### config.mk
export PLATFORM = sky130hd
export DESIGN_NAME = alu_array_top
export DESIGN_NICKNAME = d
export VERILOG_FILES = /design/src/rtl/alu_pkg.sv /design/src/rtl/alu_lane_if.sv /design/src/rtl/alu_lane.sv /design/src/rtl/op_dispatch.sv /design/src/rtl/result_collect.sv /design/src/rtl/alu_array_top.sv
export SDC_FILE = /design/constraint.sdc
export NUM_CORES = 1
export LEC_CHECK = 0
export BUFFER_PORTS_ARGS = -buffer_cell sky130_fd_sc_hd__buf_2
export CAP_MARGIN = 20
export CORE_UTILIZATION = 38
export DETAILED_ROUTE_END_ITERATION = 7
export GPL_TIMING_DRIVEN = 0
export PLACE_DENSITY = 0.62
export SETUP_SLACK_MARGIN = 0.05
export SYNTH_ARGS = -nofsm -noshare
export SYNTH_HDL_FRONTEND = slang
export SYNTH_SLANG_ARGS = --single-unit
### constraint.sdc
create_clock -name clk -period 7.3 [get_ports clk]
set_clock_uncertainty 0.15 [all_clocks]
set_input_delay 0.73 -clock clk [delete_from_list [all_inputs] [get_ports clk]]
set_output_delay 0.73 -clock clk [all_outputs]
set_load 0.02 [all_outputs]
### src/rtl/alu_pkg.sv
package alu_pkg;

    // Operand and result width, tied to the 4-bit shift amount
    localparam int DATA_W = 16;

    localparam int NUM_LANES_DEF = 4; // Lanes in the array unless overridden

    typedef logic [DATA_W-1:0] data_t; // Operands and results

    // Upper two bits select the group
    // 00 arithmetic, 01 logic, 10 shift, 11 set condition
    typedef enum logic [4:0] {
        // Arithmetic, all on the shared adder
        OP_ADD  = 5'b00_000, // A + B
        OP_ADDU = 5'b00_001, // A + B, same bits as add
        OP_SUB  = 5'b00_010, // A - B
        OP_SUBU = 5'b00_011, // A - B, same bits as sub
        OP_INC  = 5'b00_100, // A + 1
        OP_DEC  = 5'b00_101, // A - 1

        // Logic
        OP_AND  = 5'b01_000, // A & B
        OP_OR   = 5'b01_001, // A | B
        OP_XOR  = 5'b01_010, // A ^ B
        OP_NOT  = 5'b01_100, // ~A, B ignored

        // Shift by B[3:0]
        OP_SLL  = 5'b10_000, // Zero fill from the right
        OP_SRL  = 5'b10_001, // Zero fill from the left
        OP_SLA  = 5'b10_010, // Same as sll
        OP_SRA  = 5'b10_011, // Sign fill from the left

        // Set condition, signed compare, result 1 or 0
        OP_SLE  = 5'b11_000, // A <= B
        OP_SLT  = 5'b11_001, // A < B
        OP_SGE  = 5'b11_010, // A >= B
        OP_SGT  = 5'b11_011, // A > B
        OP_SEQ  = 5'b11_100, // A == B
        OP_SNE  = 5'b11_101  // A != B
    } alu_op_e;

endpackage

### src/rtl/alu_lane_if.sv
interface alu_lane_if;

    logic              valid; // Transfer offered
    logic              ready; // Transfer accepted
    alu_pkg::alu_op_e  op;    // Operation code
    alu_pkg::data_t    a;     // First operand
    alu_pkg::data_t    b;     // Second operand, shift amount in [3:0]
    alu_pkg::data_t    res;   // Lane result

    // Dispatcher side of an operation transfer
    modport issue    (output valid, output op, output a, output b, input ready);

    // Lane side of an operation transfer
    modport exec_in  (input valid, input op, input a, input b, output ready);

    // Collector side of a result transfer
    modport drain    (input valid, input res, output ready);

    // Lane side of a result transfer
    modport exec_out (output valid, output res, input ready);

endinterface

### src/rtl/alu_lane.sv
module alu_lane (
    input  logic         clk,
    input  logic         rst_n,
    alu_lane_if.exec_in  req,
    alu_lane_if.exec_out rsp
);

    alu_pkg::data_t add_b;    // Second adder input after op select
    logic           add_cin;  // Carry in, set for subtract
    alu_pkg::data_t add_sum;  // Shared adder output
    alu_pkg::data_t alu_res;  // Decoded result before the register
    logic           set_bit;  // Outcome of the set condition

    alu_pkg::data_t res_q;    // Result slot
    logic           valid_q;  // Slot holds a result

    logic           take;     // Operation accepted this cycle

    // Adder operand select
    // inc adds one, dec adds all ones, sub adds ~B plus carry
    always_comb
    begin
        add_b   = req.b;
        add_cin = 1'b0;
        case (req.op)
            alu_pkg::OP_SUB,
            alu_pkg::OP_SUBU:
            begin
                add_b   = ~req.b;
                add_cin = 1'b1;
            end
            alu_pkg::OP_INC: add_b = alu_pkg::data_t'(1);
            alu_pkg::OP_DEC: add_b = '1;                   // Minus one in two's complement
            default:         add_b = req.b;
        endcase
    end

    assign add_sum = req.a + add_b + alu_pkg::data_t'(add_cin); // Wraps modulo 2^16

    // Signed compares for the set group
    always_comb
    begin
        case (req.op)
            alu_pkg::OP_SLE: set_bit = ($signed(req.a) <= $signed(req.b));
            alu_pkg::OP_SLT: set_bit = ($signed(req.a) <  $signed(req.b));
            alu_pkg::OP_SGE: set_bit = ($signed(req.a) >= $signed(req.b));
            alu_pkg::OP_SGT: set_bit = ($signed(req.a) >  $signed(req.b));
            alu_pkg::OP_SEQ: set_bit = (req.a == req.b);
            alu_pkg::OP_SNE: set_bit = (req.a != req.b);
            default:         set_bit = 1'b0;
        endcase
    end

    // Main decode
    always_comb
    begin
        case (req.op)
            alu_pkg::OP_ADD,
            alu_pkg::OP_ADDU,
            alu_pkg::OP_SUB,
            alu_pkg::OP_SUBU,
            alu_pkg::OP_INC,
            alu_pkg::OP_DEC:  alu_res = add_sum;

            alu_pkg::OP_AND:  alu_res = req.a & req.b;
            alu_pkg::OP_OR:   alu_res = req.a | req.b;
            alu_pkg::OP_XOR:  alu_res = req.a ^ req.b;
            alu_pkg::OP_NOT:  alu_res = ~req.a;

            alu_pkg::OP_SLL,
            alu_pkg::OP_SLA:  alu_res = req.a << req.b[3:0];  // Left shifts are identical
            alu_pkg::OP_SRL:  alu_res = req.a >> req.b[3:0];
            alu_pkg::OP_SRA:  alu_res = alu_pkg::data_t'($signed(req.a) >>> req.b[3:0]);

            alu_pkg::OP_SLE,
            alu_pkg::OP_SLT,
            alu_pkg::OP_SGE,
            alu_pkg::OP_SGT,
            alu_pkg::OP_SEQ,
            alu_pkg::OP_SNE:  alu_res = alu_pkg::data_t'(set_bit);

            default:          alu_res = '0;                    // Unused codes
        endcase
    end

    // Slot free, or emptied by the collector this cycle
    assign req.ready = !valid_q || rsp.ready;
    assign take      = req.valid && req.ready;

    always_ff @(posedge clk)
    begin
        if (!rst_n)
        begin
            valid_q <= 1'b0;
        end
        else if (take)
        begin
            valid_q <= 1'b1;                                   // Refill wins over drain
        end
        else if (rsp.ready)
        begin
            valid_q <= 1'b0;
        end
    end

    always_ff @(posedge clk)
    begin
        if (take)
        begin
            res_q <= alu_res;
        end
    end

    assign rsp.valid = valid_q;
    assign rsp.res   = res_q;

endmodule

### src/rtl/op_dispatch.sv
module op_dispatch #(
    parameter int NUM_LANES = 4
) (
    input  logic             clk,
    input  logic             rst_n,
    input  logic             in_valid,
    output logic             in_ready,
    input  alu_pkg::alu_op_e in_op,
    input  alu_pkg::data_t   in_a,
    input  alu_pkg::data_t   in_b,
    alu_lane_if.issue        lanes [NUM_LANES]
);

    localparam int PTR_W = (NUM_LANES > 1) ? $clog2(NUM_LANES) : 1;

    logic [PTR_W-1:0]     ptr_q;     // Lane due for the next operation
    logic [NUM_LANES-1:0] ready_vec; // Lane readies gathered for indexing

    // Valid only to the named lane, payload fans out to all
    for (genvar i = 0; i < NUM_LANES; i++)
    begin : g_lane
        assign lanes[i].valid = in_valid && (ptr_q == PTR_W'(i));
        assign lanes[i].op    = in_op;
        assign lanes[i].a     = in_a;
        assign lanes[i].b     = in_b;
        assign ready_vec[i]   = lanes[i].ready;
    end

    assign in_ready = ready_vec[ptr_q];  // Stalls when the due lane is full

    always_ff @(posedge clk)
    begin
        if (!rst_n)
        begin
            ptr_q <= '0;
        end
        else if (in_valid && in_ready)
        begin
            // Wrap after the last lane
            ptr_q <= (ptr_q == PTR_W'(NUM_LANES - 1)) ? '0 : ptr_q + PTR_W'(1);
        end
    end

endmodule

### src/rtl/result_collect.sv
module result_collect #(
    parameter int NUM_LANES = 4
) (
    input  logic           clk,
    input  logic           rst_n,
    alu_lane_if.drain      lanes [NUM_LANES],
    output logic           out_valid,
    input  logic           out_ready,
    output alu_pkg::data_t out_res
);

    localparam int PTR_W = (NUM_LANES > 1) ? $clog2(NUM_LANES) : 1;

    logic [PTR_W-1:0]     ptr_q;                // Lane due to drain next
    logic [NUM_LANES-1:0] valid_vec;            // Lane valids gathered
    alu_pkg::data_t       res_vec [NUM_LANES];  // Lane results gathered

    for (genvar i = 0; i < NUM_LANES; i++)
    begin : g_lane
        assign valid_vec[i]   = lanes[i].valid;
        assign res_vec[i]     = lanes[i].res;
        assign lanes[i].ready = out_ready && (ptr_q == PTR_W'(i)); // Only the due lane drains
    end

    // Same order as dispatch, so no tags needed
    assign out_valid = valid_vec[ptr_q];
    assign out_res   = res_vec[ptr_q];

    always_ff @(posedge clk)
    begin
        if (!rst_n)
        begin
            ptr_q <= '0;
        end
        else if (out_valid && out_ready)
        begin
            ptr_q <= (ptr_q == PTR_W'(NUM_LANES - 1)) ? '0 : ptr_q + PTR_W'(1); // Wrap
        end
    end

endmodule

### src/rtl/alu_array_top.sv
module alu_array_top #(
    parameter int NUM_LANES = alu_pkg::NUM_LANES_DEF
) (
    input  logic             clk,
    input  logic             rst_n,

    // Operation input
    input  logic             in_valid,
    output logic             in_ready,
    input  alu_pkg::alu_op_e in_op,
    input  alu_pkg::data_t   in_a,
    input  alu_pkg::data_t   in_b,

    // Result output, in arrival order
    output logic             out_valid,
    input  logic             out_ready,
    output alu_pkg::data_t   out_res
);

    alu_lane_if issue_if [NUM_LANES] ();  // Dispatcher to lanes
    alu_lane_if drain_if [NUM_LANES] ();  // Lanes to collector

    op_dispatch #(
        .NUM_LANES (NUM_LANES)
    ) u_dispatch (
        .clk      (clk),
        .rst_n    (rst_n),
        .in_valid (in_valid),
        .in_ready (in_ready),
        .in_op    (in_op),
        .in_a     (in_a),
        .in_b     (in_b),
        .lanes    (issue_if)
    );

    // One registered ALU per lane
    for (genvar i = 0; i < NUM_LANES; i++)
    begin : g_lane
        alu_lane u_lane (
            .clk   (clk),
            .rst_n (rst_n),
            .req   (issue_if[i]),
            .rsp   (drain_if[i])
        );
    end

    result_collect #(
        .NUM_LANES (NUM_LANES)
    ) u_collect (
        .clk       (clk),
        .rst_n     (rst_n),
        .lanes     (drain_if),
        .out_valid (out_valid),
        .out_ready (out_ready),
        .out_res   (out_res)
    );

endmodule

==> results.md <==
- Max Root-Sink Buffers: 2
- CORE AREA: 0.0174 mm^2
- Hold_buf cts: 0
- Fmax: 199 MHz
- First-pass GRT wire length: 32000 um
- DRT antenna net count: 0
- Minimum clock period: 5.02 ns
- Met3 wire len: 1630 um
- First-pass DRT Iterations: 5
- H-tree depth: 3
- Sequential element share of the synthesized area: 30.8%
- Critical setup path kind: input port to register
- Slew Limit Fails: 0
- Initial antenna violation count: 0
- Met2 wire len: 9730 um
- Largest net degree at the start of global routing: 12
- Antenna Cells: 0
- CP max FO: 11
- Leakage dissipation: 3.07 nW
- FF+latch count, synth: 72
- Crit path DAT: 4.89 ns
- Setup violators final: 0
- CTS tree: done
- Die H: 135 um
- P&R area growth vs syn: 13.1%
- Placed cell area: 0.00739 mm^2
- Gr usage total: 23.4%
- Status: finished, final reports clean
- RSZ-0062 raised after global routing: no
- WL per Instance: 21.5 um
- Synth Cell Area: 0.00677 mm^2
- Met1 WL: 8920 um
- P per Cell Area: 165 mW/mm^2
- Startpoint type of the worst setup path: input port
- Gpl congestion: 1.01
- Clock transition at path regs: 0.05 ns
- Setup crit end kind: register
- Final net count: 866
- Vias: 5958
- DR iter-0 viols: 624
- Routed WL: 21100 um
- Min-Delay Path Class: register to register
- Top Metal Used: met4
- I/O pins: 59
- Max rail drop VDD: 0.000154 V
- Via/cell ratio: 6.07
- Std-Cell Rows: 48
- Synth Instances: 682
- Clock Latency Late Sink: 0.32 ns
- EDFF count, synth: 64
- Drt drc: 0
- Post-detail-place hpwl: 16300 um
- Mean post-synth cell area: 9.92 um^2
- Non-Filler Instances: 982
- Post-Place Cells: 966
- Max_slew headroom: 33.9%
- Setup Buffers After CTS: 0
- Critical path required time: 7.16 ns
- Most used DFF post-synth: edfxtp_1
- Max-Cap Viols: 0
- Port bufs: 55
- Sink Count: 72
- Post-synth cell types: 75
- Overall Power: 1.26 mW
- TritonCTS Buffers: 9
- Post-CTS Resized: 0
- Die width: 135 um
- Top cell type's share of synthesized area: 28.4%
- Fin. Hold Viols: 0
- Worst-Margin Slew: 0.983 ns
- YS warnings: 0
- Setup TNS Final: 0 ns
- Die area: 0.0183 mm^2
- Root buffer cell: clkbuf_16
- Final Instance Area: 0.00765 mm^2
- Congestion Overflow GR: 0
- Share of cells above drive strength 1: 18.5%
- Syn_nets: 796
- Top cells by area, synth: edfxtp_1 (28%), ha_1 (13%), mux4_2 (10%), nand2_1 (3.8%), a21oi_1 (3.1%)
- Starting Density: 39.0%
- Yosys top cell by area: edfxtp_1
- Vias in the first global route: 5543
- Async S/R FF share, synth: 0%
- Part of the cycle the worst path needs: 68.8%
==> per-stage QoR <==
step           hold WS (ns)  setup slack (ns)  util, %
3_5_place_dp          0.360              2.04     42.6
6_report              0.367              2.28     44.1
5_1_grt               0.389              2.05     44.1
4_1_cts               0.367              2.36     44.1
3_3_place_gp          0.349              2.03     42.2
2_1_floorplan         0.318              3.02        -
==> where the power goes <==
| part | leakage (nW) | internal (mW) | total, mW | switching (mW) |
|---|---|---|---|---|
| clock network | 0.124 | 0.227 | 0.372 | 0.145 |
| registers | 0.664 | 0.484 | 0.492 | 0.00760 |
| logic | 2.28 | 0.155 | 0.401 | 0.246 |
==> per-layer routing <==
metal / vias to the layer above / GRT usage, %
met3: 50 / 3.11
met5: - / 0
met2: 339 / 37.6
met4: 0 / 10.1
met1: 2829 / 31.4
li1: 2740 / -
==> critical path, stage by stage <==
cell	delay (ns)
buf_2	0.11
clkbuf_1	0.22
inv_1	0.23
buf_1	0.43
clkbuf_1	0.51
ha_1	0.38
nor4_1	0.85
a2111o_1	0.27
o221ai_1	0.19
nand2b_1	0.16
a22oi_1	0.10
o311ai_1	0.71
==> final cells by class <==
| class | count | area (um^2) |
|---|---|---|
| Buffer | 44 | 278 |
| Clock buffer | 12 | 236 |
| Clock inverter | 4 | 21.3 |
| Fill cell | 1646 | 9700 |
| Inverter | 45 | 169 |
| Multi-Input combinational cell | 521 | 4260 |
| Sequential cell | 72 | 2080 |
| Tap cell | 225 | 282 |
| Timing Repair Buffer | 59 | 328 |
==> state kept, by name (all words and copies together), names as in the netlist <==
register                 count
g_lane.u_lane.rsp.res       64
g_lane.u_lane.rsp.valid      4
u_collect.ptr_q              2
u_dispatch.ptr_q             2
==> worst paths after layout <==
path	start	endpoint	slack (ns)	depth (start not counted)
max	in_b[2]	g_lane[1].u_lane.rsp.res[0]$_DFFE_PP_	2.28	12
min	g_lane[3].u_lane.rsp.valid$_SDFFE_PN0P_	g_lane[3].u_lane.rsp.valid$_SDFFE_PN0P_	0.37	2
max reg2reg	u_collect.ptr_q[0]$_SDFFE_PN0P_	u_dispatch.ptr_q[1]$_SDFFE_PN0P_	4.25	10
min reg2reg	g_lane[3].u_lane.rsp.valid$_SDFFE_PN0P_	g_lane[3].u_lane.rsp.valid$_SDFFE_PN0P_	0.37	2
==> cell families after synthesis <==
group | count (synthesis) | share of synthesized area (%)
flops | 72 | 30.8
fa+ha+maj | 73 | 13.7
compound gates | 195 | 20.5
buf+inv | 89 | 6.60
simple gates | 188 | 13.1
mux | 53 | 13.5
xor+xnor | 12 | 1.76
==> synthesized netlist by cell type, types with 4 or more instances <==
cell type,instances
a22oi_1,4
or3_1,7
buf_1,5
nor3_1,11
inv_1,44
nor4_1,4
a211o_1,6
o211ai_1,27
ha_1,71
nand2_1,69
nand3_1,11
clkbuf_8,9
a221oi_1,5
edfxtp_1,64
a22o_1,5
and3_1,5
o2111ai_1,7
a31oi_1,5
mux2_2,6
nand2b_1,5
a211oi_1,6
o21ai_0,23
mux4_2,30
buf_2,6
o21a_1,5
xor2_1,5
a21boi_0,6
clkbuf_1,21
dfxtp_1,8
a21o_1,5
nor2b_1,10
o22ai_1,10
mux2i_1,17
nor2_1,47
xnor2_1,6
o21bai_1,5
a21oi_1,42
nand4_1,4
==> layout by cell type (no fill, tap or decap), types with 6 or more instances in the layout <==
cell type / count
a211o_1: 6
a21boi_0: 6
a21oi_1: 38
buf_2: 61
clkbuf_1: 24
clkbuf_16: 9
clkbuf_8: 9
dfxtp_1: 8
edfxtp_1: 64
ha_1: 71
inv_1: 44
mux2_2: 6
mux2i_1: 17
mux4_2: 30
nand2_1: 69
nand3_1: 11
nor2_1: 47
nor2b_1: 10
nor3_1: 11
o2111ai_1: 7
o211ai_1: 27
o21ai_0: 23
o22ai_1: 10
or3_1: 7
xnor2_1: 6
Power figures use the tool's default switching activity.
